===== src/common/core_pkg.sv =====
// shared constants for the RV32I subset core; only ADD SUB SLL SRL AND OR XOR ADDI decode
`default_nettype none

package core_pkg;

  // ----------------------------------------------------------
  // datapath widths
  // ----------------------------------------------------------
  localparam int unsigned XLEN       = 32;
  localparam int unsigned ILEN       = 32;
  localparam int unsigned NR_REGS    = 32;
  localparam int unsigned REG_ADDR_W = 5;

  // shift amount comes from the low bits of operand b
  localparam int unsigned SHAMT_W    = 5;

  // ----------------------------------------------------------
  // major opcodes
  // ----------------------------------------------------------
  localparam logic [6:0] OPCODE_OP     = 7'b0110011;
  localparam logic [6:0] OPCODE_OP_IMM = 7'b0010011;

  // alu operators seen by the execute stage
  typedef enum logic [2:0] {
    ALU_ADD = 3'd0,
    ALU_SUB = 3'd1,
    ALU_SLL = 3'd2,
    ALU_SRL = 3'd3,
    ALU_AND = 3'd4,
    ALU_OR  = 3'd5,
    ALU_XOR = 3'd6
  } alu_op_e;

endpackage

`default_nettype wire


===== src/logic/core_top.sv =====
// in-order pipeline top; every accepted word retires once at the commit port, nothing flushes
`timescale 1ns/1ps
`default_nettype none

module core_top (
  input  logic                           clk_i,
  input  logic                           rst_ni,
  input  logic                           instr_valid_i,
  output logic                           instr_ready_o,
  input  logic [core_pkg::ILEN-1:0]       instr_i,
  output logic                           commit_valid_o,
  output logic [core_pkg::REG_ADDR_W-1:0] commit_rd_o,
  output logic [core_pkg::XLEN-1:0]       commit_data_o,
  output logic                           commit_we_o,
  output logic                           commit_illegal_o
);
  import core_pkg::*;

  // ----------------------------------------------------------
  // stage wires
  // ----------------------------------------------------------
  // fetch to decode
  logic                  fetch_valid;
  logic                  fetch_ready;
  logic [ILEN-1:0]       fetch_instr;

  // decode to issue
  logic                  id_valid;
  logic                  id_ready;
  alu_op_e               id_op;
  logic [REG_ADDR_W-1:0] id_rs1;
  logic [REG_ADDR_W-1:0] id_rs2;
  logic [REG_ADDR_W-1:0] id_rd;
  logic                  id_use_imm;
  logic [XLEN-1:0]       id_imm;
  logic                  id_illegal;

  // issue to execute
  logic                  ex_valid;
  logic                  ex_ready;
  alu_op_e               ex_op;
  logic [XLEN-1:0]       ex_a;
  logic [XLEN-1:0]       ex_b;
  logic [REG_ADDR_W-1:0] ex_rd;
  logic                  ex_we;
  logic                  ex_illegal;

  // execute back to the register file
  logic                  wb_valid;
  logic [REG_ADDR_W-1:0] wb_rd;
  logic [XLEN-1:0]       wb_data;
  logic                  wb_we;

  fetch_queue i_fetch_queue (
    .clk_i         ( clk_i         ),
    .rst_ni        ( rst_ni        ),
    .instr_valid_i ( instr_valid_i ),
    .instr_ready_o ( instr_ready_o ),
    .instr_i       ( instr_i       ),
    .fetch_valid_o ( fetch_valid   ),
    .fetch_ready_i ( fetch_ready   ),
    .fetch_instr_o ( fetch_instr   )
  );

  id_stage i_id_stage (
    .clk_i         ( clk_i       ),
    .rst_ni        ( rst_ni      ),
    .fetch_valid_i ( fetch_valid ),
    .fetch_ready_o ( fetch_ready ),
    .fetch_instr_i ( fetch_instr ),
    .issue_valid_o ( id_valid    ),
    .issue_ready_i ( id_ready    ),
    .op_o          ( id_op       ),
    .rs1_o         ( id_rs1      ),
    .rs2_o         ( id_rs2      ),
    .rd_o          ( id_rd       ),
    .use_imm_o     ( id_use_imm  ),
    .imm_o         ( id_imm      ),
    .illegal_o     ( id_illegal  )
  );

  issue_stage i_issue_stage (
    .clk_i         ( clk_i      ),
    .rst_ni        ( rst_ni     ),
    .issue_valid_i ( id_valid   ),
    .issue_ready_o ( id_ready   ),
    .op_i          ( id_op      ),
    .rs1_i         ( id_rs1     ),
    .rs2_i         ( id_rs2     ),
    .rd_i          ( id_rd      ),
    .use_imm_i     ( id_use_imm ),
    .imm_i         ( id_imm     ),
    .illegal_i     ( id_illegal ),
    .ex_valid_o    ( ex_valid   ),
    .ex_ready_i    ( ex_ready   ),
    .ex_op_o       ( ex_op      ),
    .ex_a_o        ( ex_a       ),
    .ex_b_o        ( ex_b       ),
    .ex_rd_o       ( ex_rd      ),
    .ex_we_o       ( ex_we      ),
    .ex_illegal_o  ( ex_illegal ),
    .wb_valid_i    ( wb_valid   ),
    .wb_rd_i       ( wb_rd      ),
    .wb_data_i     ( wb_data    ),
    .wb_we_i       ( wb_we      )
  );

  ex_stage i_ex_stage (
    .clk_i            ( clk_i            ),
    .rst_ni           ( rst_ni           ),
    .ex_valid_i       ( ex_valid         ),
    .ex_ready_o       ( ex_ready         ),
    .ex_op_i          ( ex_op            ),
    .ex_a_i           ( ex_a             ),
    .ex_b_i           ( ex_b             ),
    .ex_rd_i          ( ex_rd            ),
    .ex_we_i          ( ex_we            ),
    .ex_illegal_i     ( ex_illegal       ),
    .wb_valid_o       ( wb_valid         ),
    .wb_rd_o          ( wb_rd            ),
    .wb_data_o        ( wb_data          ),
    .wb_we_o          ( wb_we            ),
    .commit_valid_o   ( commit_valid_o   ),
    .commit_rd_o      ( commit_rd_o      ),
    .commit_data_o    ( commit_data_o    ),
    .commit_we_o      ( commit_we_o      ),
    .commit_illegal_o ( commit_illegal_o )
  );

endmodule

`default_nettype wire


===== src/logic/ex_stage.sv =====
// fixed one-cycle alu; always ready, result registers double as writeback and commit
`timescale 1ns/1ps
`default_nettype none

module ex_stage (
  input  logic                           clk_i,
  input  logic                           rst_ni,
  input  logic                           ex_valid_i,
  output logic                           ex_ready_o,
  input  core_pkg::alu_op_e              ex_op_i,
  input  logic [core_pkg::XLEN-1:0]       ex_a_i,
  input  logic [core_pkg::XLEN-1:0]       ex_b_i,
  input  logic [core_pkg::REG_ADDR_W-1:0] ex_rd_i,
  input  logic                           ex_we_i,
  input  logic                           ex_illegal_i,
  output logic                           wb_valid_o,
  output logic [core_pkg::REG_ADDR_W-1:0] wb_rd_o,
  output logic [core_pkg::XLEN-1:0]       wb_data_o,
  output logic                           wb_we_o,
  output logic                           commit_valid_o,
  output logic [core_pkg::REG_ADDR_W-1:0] commit_rd_o,
  output logic [core_pkg::XLEN-1:0]       commit_data_o,
  output logic                           commit_we_o,
  output logic                           commit_illegal_o
);
  import core_pkg::*;

  logic [SHAMT_W-1:0]    shamt;
  logic [XLEN-1:0]       result;
  logic                  valid_q;
  logic [REG_ADDR_W-1:0] rd_q;
  logic [XLEN-1:0]       data_q;
  logic                  we_q;
  logic                  illegal_q;

  // no back-pressure behind this stage
  assign ex_ready_o = 1'b1;
  assign shamt      = ex_b_i[SHAMT_W-1:0];

  always_comb begin
    case (ex_op_i)
      ALU_ADD: result = ex_a_i + ex_b_i;
      ALU_SUB: result = ex_a_i - ex_b_i;
      ALU_SLL: result = ex_a_i << shamt;
      ALU_SRL: result = ex_a_i >> shamt;
      ALU_AND: result = ex_a_i & ex_b_i;
      ALU_OR:  result = ex_a_i | ex_b_i;
      ALU_XOR: result = ex_a_i ^ ex_b_i;
      default: result = '0;
    endcase
  end

  always_ff @(posedge clk_i or negedge rst_ni) begin
    if (!rst_ni) begin
      valid_q <= 1'b0;
    end else begin
      valid_q <= ex_valid_i;
    end
  end

  always_ff @(posedge clk_i) begin
    if (ex_valid_i) begin
      rd_q      <= ex_rd_i;
      data_q    <= ex_illegal_i ? '0 : result;
      we_q      <= ex_we_i;
      illegal_q <= ex_illegal_i;
    end
  end

  // ----------------------------------------------------------
  // writeback and commit share the same registers
  // ----------------------------------------------------------
  assign wb_valid_o       = valid_q;
  assign wb_rd_o          = rd_q;
  assign wb_data_o        = data_q;
  assign wb_we_o          = we_q;
  assign commit_valid_o   = valid_q;
  assign commit_rd_o      = rd_q;
  assign commit_data_o    = data_q;
  assign commit_we_o      = we_q;
  assign commit_illegal_o = illegal_q;

  // write enable comes from issue, which must never set it for illegal ops or x0
  a_commit_we_legal: assert property (@(posedge clk_i) disable iff (!rst_ni)
    commit_valid_o && commit_we_o |-> !commit_illegal_o && commit_rd_o != '0);

endmodule

`default_nettype wire


===== src/logic/fetch_queue.sv =====
// two-entry instruction FIFO; ready drops only when both entries hold a word
`timescale 1ns/1ps
`default_nettype none

module fetch_queue (
  input  logic                     clk_i,
  input  logic                     rst_ni,
  input  logic                     instr_valid_i,
  output logic                     instr_ready_o,
  input  logic [core_pkg::ILEN-1:0] instr_i,
  output logic                     fetch_valid_o,
  input  logic                     fetch_ready_i,
  output logic [core_pkg::ILEN-1:0] fetch_instr_o
);
  import core_pkg::*;

  logic [ILEN-1:0] mem_q [2];
  logic            wr_ptr_q;
  logic            rd_ptr_q;
  logic [1:0]      count_q;
  logic            push;
  logic            pop;

  assign instr_ready_o = (count_q != 2'd2);
  assign fetch_valid_o = (count_q != 2'd0);
  assign fetch_instr_o = mem_q[rd_ptr_q];

  assign push = instr_valid_i && instr_ready_o;
  assign pop  = fetch_valid_o && fetch_ready_i;

  // pointers and fill level
  always_ff @(posedge clk_i or negedge rst_ni) begin
    if (!rst_ni) begin
      wr_ptr_q <= 1'b0;
      rd_ptr_q <= 1'b0;
      count_q  <= 2'd0;
    end else begin
      if (push) begin
        wr_ptr_q <= ~wr_ptr_q;
      end
      if (pop) begin
        rd_ptr_q <= ~rd_ptr_q;
      end
      count_q <= count_q + {1'b0, push} - {1'b0, pop};
    end
  end

  // storage
  always_ff @(posedge clk_i) begin
    if (push) begin
      mem_q[wr_ptr_q] <= instr_i;
    end
  end

  // fill level never passes two and agrees with the pointer distance
  a_no_overflow: assert property (@(posedge clk_i) disable iff (!rst_ni)
    count_q != 2'd3 && count_q[0] == (wr_ptr_q ^ rd_ptr_q));

endmodule

`default_nettype wire


===== src/logic/id_stage.sv =====
// single registered decode stage; every encoding outside the kept subset is flagged illegal
`timescale 1ns/1ps
`default_nettype none

module id_stage (
  input  logic                           clk_i,
  input  logic                           rst_ni,
  input  logic                           fetch_valid_i,
  output logic                           fetch_ready_o,
  input  logic [core_pkg::ILEN-1:0]       fetch_instr_i,
  output logic                           issue_valid_o,
  input  logic                           issue_ready_i,
  output core_pkg::alu_op_e              op_o,
  output logic [core_pkg::REG_ADDR_W-1:0] rs1_o,
  output logic [core_pkg::REG_ADDR_W-1:0] rs2_o,
  output logic [core_pkg::REG_ADDR_W-1:0] rd_o,
  output logic                           use_imm_o,
  output logic [core_pkg::XLEN-1:0]       imm_o,
  output logic                           illegal_o
);
  import core_pkg::*;

  logic       valid_q;
  logic       fire;
  logic [6:0] opcode;
  logic [2:0] funct3;
  logic [6:0] funct7;
  alu_op_e    op_d;
  logic       use_imm_d;
  logic       illegal_d;

  assign opcode = fetch_instr_i[6:0];
  assign funct3 = fetch_instr_i[14:12];
  assign funct7 = fetch_instr_i[31:25];

  // the output register can take a new word when empty or draining
  assign fetch_ready_o = !valid_q || issue_ready_i;
  assign fire          = fetch_valid_i && fetch_ready_o;
  assign issue_valid_o = valid_q;

  // ----------------------------------------------------------
  // decoder
  // ----------------------------------------------------------
  always_comb begin
    op_d      = ALU_ADD;
    use_imm_d = 1'b0;
    illegal_d = 1'b0;
    case (opcode)
      OPCODE_OP: begin
        if (funct7 == 7'b0000000) begin
          case (funct3)
            3'b000:  op_d = ALU_ADD;
            3'b001:  op_d = ALU_SLL;
            3'b100:  op_d = ALU_XOR;
            3'b101:  op_d = ALU_SRL;
            3'b110:  op_d = ALU_OR;
            3'b111:  op_d = ALU_AND;
            default: illegal_d = 1'b1;
          endcase
        end else if (funct7 == 7'b0100000 && funct3 == 3'b000) begin
          op_d = ALU_SUB;
        end else begin
          illegal_d = 1'b1;
        end
      end
      OPCODE_OP_IMM: begin
        // only addi, slti and friends are not kept
        use_imm_d = 1'b1;
        if (funct3 != 3'b000) begin
          illegal_d = 1'b1;
        end
      end
      default: illegal_d = 1'b1;
    endcase
  end

  always_ff @(posedge clk_i or negedge rst_ni) begin
    if (!rst_ni) begin
      valid_q <= 1'b0;
    end else if (fire) begin
      valid_q <= 1'b1;
    end else if (issue_ready_i) begin
      valid_q <= 1'b0;
    end
  end

  // decoded fields, held while issue stalls
  always_ff @(posedge clk_i) begin
    if (fire) begin
      op_o      <= op_d;
      rs1_o     <= fetch_instr_i[19:15];
      rs2_o     <= fetch_instr_i[24:20];
      rd_o      <= fetch_instr_i[11:7];
      use_imm_o <= use_imm_d;
      imm_o     <= {{(XLEN-12){fetch_instr_i[31]}}, fetch_instr_i[31:20]};
      illegal_o <= illegal_d;
    end
  end

endmodule

`default_nettype wire


===== src/logic/issue_stage.sv =====
// register file plus scoreboard; no bypass, so a dependent op waits for the writeback edge
`timescale 1ns/1ps
`default_nettype none

module issue_stage (
  input  logic                           clk_i,
  input  logic                           rst_ni,
  input  logic                           issue_valid_i,
  output logic                           issue_ready_o,
  input  core_pkg::alu_op_e              op_i,
  input  logic [core_pkg::REG_ADDR_W-1:0] rs1_i,
  input  logic [core_pkg::REG_ADDR_W-1:0] rs2_i,
  input  logic [core_pkg::REG_ADDR_W-1:0] rd_i,
  input  logic                           use_imm_i,
  input  logic [core_pkg::XLEN-1:0]       imm_i,
  input  logic                           illegal_i,
  output logic                           ex_valid_o,
  input  logic                           ex_ready_i,
  output core_pkg::alu_op_e              ex_op_o,
  output logic [core_pkg::XLEN-1:0]       ex_a_o,
  output logic [core_pkg::XLEN-1:0]       ex_b_o,
  output logic [core_pkg::REG_ADDR_W-1:0] ex_rd_o,
  output logic                           ex_we_o,
  output logic                           ex_illegal_o,
  input  logic                           wb_valid_i,
  input  logic [core_pkg::REG_ADDR_W-1:0] wb_rd_i,
  input  logic [core_pkg::XLEN-1:0]       wb_data_i,
  input  logic                           wb_we_i
);
  import core_pkg::*;

  logic [XLEN-1:0]    rf_q [NR_REGS];
  logic [NR_REGS-1:0] busy_q;
  logic [NR_REGS-1:0] busy_d;
  logic               ex_valid_q;
  logic               hazard;
  logic               issue_fire;
  logic               wb_fire;
  logic               we_d;
  logic [XLEN-1:0]    rs1_data;
  logic [XLEN-1:0]    rs2_data;

  assign wb_fire = wb_valid_i && wb_we_i;
  assign we_d    = !illegal_i && (rd_i != '0);

  // ----------------------------------------------------------
  // hazard check and hand-off
  // ----------------------------------------------------------
  // rd is checked too, which keeps writebacks in order per register
  assign hazard = busy_q[rs1_i] || (!use_imm_i && busy_q[rs2_i]) || busy_q[rd_i];

  assign issue_ready_o = !hazard && (!ex_valid_q || ex_ready_i);
  assign issue_fire    = issue_valid_i && issue_ready_o;
  assign ex_valid_o    = ex_valid_q;

  // x0 reads as zero regardless of contents
  assign rs1_data = (rs1_i == '0) ? '0 : rf_q[rs1_i];
  assign rs2_data = (rs2_i == '0) ? '0 : rf_q[rs2_i];

  // ----------------------------------------------------------
  // register file
  // ----------------------------------------------------------
  always_ff @(posedge clk_i or negedge rst_ni) begin
    if (!rst_ni) begin
      for (int i = 0; i < NR_REGS; i++) begin
        rf_q[i] <= '0;
      end
    end else if (wb_fire && wb_rd_i != '0) begin
      rf_q[wb_rd_i] <= wb_data_i;
    end
  end

  // pending bits, cleared at writeback and set at issue
  always_comb begin
    busy_d = busy_q;
    if (wb_fire) begin
      busy_d[wb_rd_i] = 1'b0;
    end
    if (issue_fire && we_d) begin
      busy_d[rd_i] = 1'b1;
    end
  end

  always_ff @(posedge clk_i or negedge rst_ni) begin
    if (!rst_ni) begin
      busy_q     <= '0;
      ex_valid_q <= 1'b0;
    end else begin
      busy_q <= busy_d;
      if (issue_fire) begin
        ex_valid_q <= 1'b1;
      end else if (ex_ready_i) begin
        ex_valid_q <= 1'b0;
      end
    end
  end

  // operand registers toward execute
  always_ff @(posedge clk_i) begin
    if (issue_fire) begin
      ex_op_o      <= op_i;
      ex_a_o       <= rs1_data;
      ex_b_o       <= use_imm_i ? imm_i : rs2_data;
      ex_rd_o      <= rd_i;
      ex_we_o      <= we_d;
      ex_illegal_o <= illegal_i;
    end
  end

  // an op never leaves while execute is still producing one of its sources
  a_no_raw_issue: assert property (@(posedge clk_i) disable iff (!rst_ni)
    issue_fire |-> !(wb_fire && (wb_rd_i == rs1_i || (!use_imm_i && wb_rd_i == rs2_i))));

  // writebacks only land on registers that were marked pending
  a_wb_pending: assert property (@(posedge clk_i) disable iff (!rst_ni)
    wb_fire |-> busy_q[wb_rd_i]);

endmodule

`default_nettype wire


===== config.mk =====
export PLATFORM = sky130hd
export DESIGN_NAME = core_top
export DESIGN_NICKNAME = d
export VERILOG_FILES = /design/src/common/core_pkg.sv /design/src/logic/core_top.sv /design/src/logic/ex_stage.sv /design/src/logic/fetch_queue.sv /design/src/logic/id_stage.sv /design/src/logic/issue_stage.sv
export SDC_FILE = /design/constraint.sdc
export NUM_CORES = 2
export LEC_CHECK = 0
export BUFFER_PORTS_ARGS = -buffer_cell sky130_fd_sc_hd__buf_2
export CORE_AREA = 3 3 536 538
export CTS_BUF_LIST = sky130_fd_sc_hd__clkbuf_4 sky130_fd_sc_hd__clkbuf_8
export CTS_CLUSTER_SIZE = 40
export DETAILED_ROUTE_END_ITERATION = 7
export DIE_AREA = 0 0 539 541
export HOLD_SLACK_MARGIN = 0.05
export MAX_ROUTING_LAYER = met4
export SLEW_MARGIN = 40
export SYNTH_ARGS = -nofsm -noshare
export SYNTH_HDL_FRONTEND = slang
export SYNTH_SLANG_ARGS = --single-unit

===== constraint.sdc =====
create_clock -name clk_i -period 5.14 [get_ports clk_i]
set_clock_uncertainty 0.05 [all_clocks]
set_input_delay 0.257 -clock clk_i [delete_from_list [all_inputs] [get_ports clk_i]]
set_output_delay 0.257 -clock clk_i [all_outputs]
set_load 0.01 [all_outputs]

==> flow_summary.html <==
<table>
<tr><th>Metric</th><th>Value</th></tr>
<tr><th colspan="2">Status</th></tr>
<tr><td>Result of the run</td><td>finished clean</td></tr>
<tr><th colspan="2">Synth</th></tr>
<tr><td>Cell area after technology mapping</td><td>70600 um^2</td></tr>
<tr><td>Post-Synthesis Net Count</td><td>5083</td></tr>
<tr><td>Number of synthesis warnings</td><td>0</td></tr>
<tr><td>Count of flip-flops with a built-in enable after synthesis</td><td>204</td></tr>
<tr><td>Largest area contributor in the netlist</td><td>sky130_fd_sc_hd__dfrtp_1</td></tr>
<tr><td>Count of mapped cells out of synthesis</td><td>4948</td></tr>
<tr><td>Syn Area/Cell</td><td>14.3 um^2</td></tr>
<tr><td>Synth top area cells</td><td>sky130_fd_sc_hd__dfrtp_1 (38%), sky130_fd_sc_hd__mux4_2 (19%), sky130_fd_sc_hd__mux2_2 (17%), sky130_fd_sc_hd__edfxtp_1 (8.7%), sky130_fd_sc_hd__mux2i_1 (3.1%)</td></tr>
<tr><td>Number of distinct standard cells referenced by the synthesized netlist</td><td>71</td></tr>
<tr><td>Post-synth top flop</td><td>sky130_fd_sc_hd__dfrtp_1</td></tr>
<tr><td>Seq/Total Area, Yosys</td><td>46.4%</td></tr>
<tr><td>Top-area cell type share of the netlist area</td><td>37.7%</td></tr>
<tr><td>Register bit total from synthesis</td><td>1267</td></tr>
<tr><td>Synth async-reset ratio</td><td>83.9%</td></tr>
<tr><th colspan="2">Detailed routing</th></tr>
<tr><td>Average via count per standard cell</td><td>5.28</td></tr>
<tr><td>Routed wire length on met3</td><td>21800 um</td></tr>
<tr><td>Detailed-route wire length</td><td>237000 um</td></tr>
<tr><td>Met2 Routed Length</td><td>104000 um</td></tr>
<tr><td>Post-route ant nets</td><td>0</td></tr>
<tr><td>Detailed Routing Iterations Pass 1</td><td>7</td></tr>
<tr><td>Uppermost routed layer</td><td>met4</td></tr>
<tr><td>Overall via count from detail_route</td><td>47300</td></tr>
<tr><td>Routed metal-1 wirelength</td><td>105000 um</td></tr>
<tr><td>Remaining design rule violation count</td><td>0</td></tr>
<tr><td>Number of design-rule violations left by the first detailed-router iteration</td><td>4861</td></tr>
<tr><td>Drt wl/cell</td><td>26.5 um</td></tr>
<tr><th colspan="2">Worst setup path</th></tr>
<tr><td>Largest stage delay on the critical path</td><td>0.64 ns</td></tr>
<tr><td>Largest fanout of any net on the critical path</td><td>6</td></tr>
<tr><td>CP most frequent cell</td><td>sky130_fd_sc_hd__nor2_1</td></tr>
<tr><td>Category of the worst setup path launch point</td><td>register</td></tr>
<tr><td>Cell type group with the largest total delay on the critical path</td><td>simple AND/OR/NAND/NOR gates</td></tr>
<tr><td>Crit Path Class</td><td>reg2reg</td></tr>
<tr><td>Arrival time worst endpoint</td><td>5.34 ns</td></tr>
<tr><td>Critical Path Sink Type</td><td>register</td></tr>
<tr><td>Required time at the worst-slack endpoint</td><td>5.77 ns</td></tr>
<tr><td>Sequence of cells on the critical path</td><td>or4_1, nor4_2, buf_4, nand3_1, nor2_1, a21oi_1, xnor2_1, ha_1, nand4_1, nor2_1, and4_1, a32oi_1, a41o_1, o311a_1, a221oi_1, o41ai_1</td></tr>
<tr><td>Total buffers and inverters traversed by the critical path</td><td>1</td></tr>
<tr><td>CP max-delay cell</td><td>sky130_fd_sc_hd__or4_1</td></tr>
<tr><th colspan="2">Clock tree</th></tr>
<tr><td>Inserted Clock Buffers</td><td>216</td></tr>
<tr><td>Htree depth</td><td>4</td></tr>
<tr><td>TritonCTS clock tree</td><td>yes</td></tr>
<tr><td>Worst-Skew Late Latency</td><td>0.95 ns</td></tr>
<tr><td>Post_cts resized</td><td>0</td></tr>
<tr><td>Clock buffer depth</td><td>3</td></tr>
<tr><td>Clock root cell</td><td>sky130_fd_sc_hd__clkbuf_8</td></tr>
<tr><td>Clock-pin slew reported for the worst setup and hold paths after clock tree synthesis</td><td>0.06 ns</td></tr>
<tr><td>CTS Sinks</td><td>1267</td></tr>
<tr><th colspan="2">STA</th></tr>
<tr><td>Sum Neg Setup Slack</td><td>0 ns</td></tr>
<tr><td>Final worst-path cycle share</td><td>91.6%</td></tr>
<tr><td>Unrepaired setup endpoints after global routing</td><td>false</td></tr>
<tr><td>Number of hold violations in the final report</td><td>0</td></tr>
<tr><td>Shortest period the worst path allows</td><td>4.71 ns</td></tr>
<tr><td>Worst slew margin relative to its limit</td><td>37.5%</td></tr>
<tr><td>Setup slack of the critical path after layout</td><td>0.434 ns</td></tr>
<tr><td>Setup-failing EPs final</td><td>0</td></tr>
<tr><td>Final Max Tran Viols</td><td>0</td></tr>
<tr><td>Slew at the pin closest to its max-slew limit</td><td>0.938 ns</td></tr>
<tr><td>Fmax achieved</td><td>0.212 GHz</td></tr>
<tr><th colspan="2">Place</th></tr>
<tr><td>Worst slack, placed</td><td>0.508 ns</td></tr>
<tr><td>HPWL after DPL</td><td>144000 um</td></tr>
<tr><td>Last weighted congestion value of the routability-driven placer</td><td>0.942</td></tr>
<tr><td>IO Port Bufs</td><td>75</td></tr>
<tr><th colspan="2">Floorplanning</th></tr>
<tr><td>Starting density of the core</td><td>25.0%</td></tr>
<tr><td>Core region area</td><td>283000 um^2</td></tr>
<tr><td>Core Rows</td><td>195</td></tr>
<tr><td>DIE WIDTH</td><td>539 um</td></tr>
<tr><td>I/O pin cnt</td><td>76</td></tr>
<tr><td>Die area</td><td>292000 um^2</td></tr>
<tr><td>Vertical extent of the die</td><td>541 um</td></tr>
<tr><th colspan="2">GRT</th></tr>
<tr><td>Antenna violations before repair</td><td>24</td></tr>
<tr><td>Vias in the first global route</td><td>48800</td></tr>
<tr><td>Total global routing overflow</td><td>0</td></tr>
<tr><td>First-pass GRT wire length</td><td>348000 um</td></tr>
<tr><td>Total routing resource utilization after global routing</td><td>16.4%</td></tr>
<tr><td>Maximum number of pins on one net before global-route repair</td><td>151</td></tr>
<tr><th colspan="2">Min path</th></tr>
<tr><td>Hold/Removal Path Class</td><td>in2reg</td></tr>
<tr><th colspan="2">Pwr</th></tr>
<tr><td>Cell area power density</td><td>676 nW/um^2</td></tr>
<tr><td>Worst-case vdd ir drop</td><td>0.000464 V</td></tr>
<tr><td>Total power draw</td><td>55400 uW</td></tr>
<tr><td>Leak Pwr</td><td>0.0348 uW</td></tr>
<tr><th colspan="2">Final layout</th></tr>
<tr><td>Final Net Count</td><td>5150</td></tr>
<tr><td>Post-synthesis to final-layout area growth</td><td>16.1%</td></tr>
<tr><td>Share of post-route cells with drive strength above 1</td><td>46.4%</td></tr>
<tr><th colspan="2">Flow run</th></tr>
<tr><td>Maximum Capacitance Violations</td><td>0</td></tr>
</table>
==> worst min-delay path: cells and delay by family <==
kind	cells	cell delay, ns
buf+inv	2	0.74
simple gates	1	0.15
xor+xnor	1	0.08
==> layout make-up <==
class | instances | area (um^2)
repair buffers | 352 | 3360
multi-input cells | 3076 | 35900
flip-flops and latches | 1267 | 32700
fillers | 28400 | 201000
clock buffers | 327 | 4140
diodes | 24 | 60.1
clock inverters | 70 | 679
well taps | 3743 | 4680
inverters | 102 | 383
==> kinds of logic after synthesis <==
group / count (synthesis) / share of synthesized area (%)
flops: 1267 / 46.4
compound gates: 574 / 5.61
mux: 1892 / 39.2
simple gates: 455 / 2.97
xor+xnor: 55 / 0.682
fa+ha+maj: 100 / 1.78
buf+inv: 605 / 3.41
==> layout by cell type (no fill, tap or decap), drive strengths merged, types with 99 or more instances in the layout <==
cell type / instances
a21oi: 113
dfrtp: 1063
mux2: 1083
inv: 107
nor2: 178
ha: 99
nand2: 118
buf: 284
clkbuf: 328
edfxtp: 204
mux2i: 219
mux4: 590
==> synth_stat cells (14+ instances only) <==
master / number
sky130_fd_sc_hd__o21ai_0: 94
sky130_fd_sc_hd__nand3_1: 18
sky130_fd_sc_hd__a21o_1: 14
sky130_fd_sc_hd__dfrtp_1: 1063
sky130_fd_sc_hd__a22o_1: 15
sky130_fd_sc_hd__nor2_1: 177
sky130_fd_sc_hd__a21oi_1: 113
sky130_fd_sc_hd__ha_1: 99
sky130_fd_sc_hd__mux2i_1: 219
sky130_fd_sc_hd__inv_1: 98
sky130_fd_sc_hd__a211oi_1: 29
sky130_fd_sc_hd__a221oi_1: 40
sky130_fd_sc_hd__a22oi_1: 21
sky130_fd_sc_hd__buf_1: 90
sky130_fd_sc_hd__a32o_1: 25
sky130_fd_sc_hd__o22ai_1: 70
sky130_fd_sc_hd__nand2_1: 118
sky130_fd_sc_hd__a31oi_1: 19
sky130_fd_sc_hd__buf_2: 74
sky130_fd_sc_hd__mux4_2: 590
sky130_fd_sc_hd__clkbuf_1: 329
sky130_fd_sc_hd__edfxtp_1: 204
sky130_fd_sc_hd__nor3_1: 38
sky130_fd_sc_hd__o221ai_1: 30
sky130_fd_sc_hd__mux2_2: 1083
sky130_fd_sc_hd__a211o_1: 23
sky130_fd_sc_hd__xnor2_1: 47
==> metal layers <==
| metal | GRT usage [%] | vias up |
|---|---|---|
| met5 | - | - |
| met4 | 4.66 | 0 |
| met3 | 4.24 | 452 |
| met2 | 23.7 | 2082 |
| met1 | 22.6 | 25400 |
| li1 | - | 19400 |
==> state kept, by name (all words and copies together), names as in the netlist, 2 cells and up <==
signal and cells:
i_ex_stage.commit_rd_o 5, i_id_stage.rd_o 5, i_issue_stage.ex_op_o 3, i_issue_stage.busy_q 32
i_issue_stage.ex_rd_o 5, i_id_stage.imm_o 12, i_fetch_queue.count_q 2, i_ex_stage.commit_data_o 32
i_issue_stage.ex_b_o 32, i_fetch_queue.mem_q 64, i_id_stage.rs1_o 5, i_issue_stage.ex_a_o 32
i_issue_stage.rf_q 1024, i_id_stage.op_o 3
==> path summary, 6_finish.rpt <==
kind | start | endpoint | slack (ns) | cells past startpoint
worst max register to register | i_issue_stage.ex_b_o[6] | i_ex_stage.commit_data_o[31] | 0.43 | 16
max in group asynchronous | rst_ni | i_issue_stage.rf_q[836] | 3.19 | 6
min in group asynchronous | rst_ni | i_issue_stage.rf_q[406] | 0.60 | 4
worst min register to register | i_issue_stage.rf_q[997] | i_issue_stage.rf_q[997] | 0.35 | 0
worst max-delay path | i_issue_stage.ex_b_o[6] | i_ex_stage.commit_data_o[31] | 0.43 | 16
worst min-delay path | instr_valid_i | i_fetch_queue.wr_ptr_q | 0.32 | 4
==> power breakdown <==
group	leakage [uW]	switching (uW)	internal [uW]
clock	0.00255	4390	5700
combinational	0.0158	15000	12500
sequential	0.0165	3470	14300
==> timing repair <==
action,CTS,global route
hold buffers,68,0
endpoints found under the hold margin,709,0
setup buffers,0,0
==> stage by stage <==
stage / instances / area (um^2) / hold slack [ns] / utilization, %
3_5_place_dp: 8466 / 76200 / 0.172 / 27.0
3_3_place_gp: 8423 / 75500 / 0.314 / 26.7
6_report: 8961 / 81900 / 0.322 / 29.0
4_1_cts: 8931 / 81700 / 0.202 / 28.9
5_1_grt: 8955 / 81900 / 0.262 / 29.0
2_1_floorplan: 4948 / 70600 / -0.0886 / -
(Power assumes the default switching activity.)
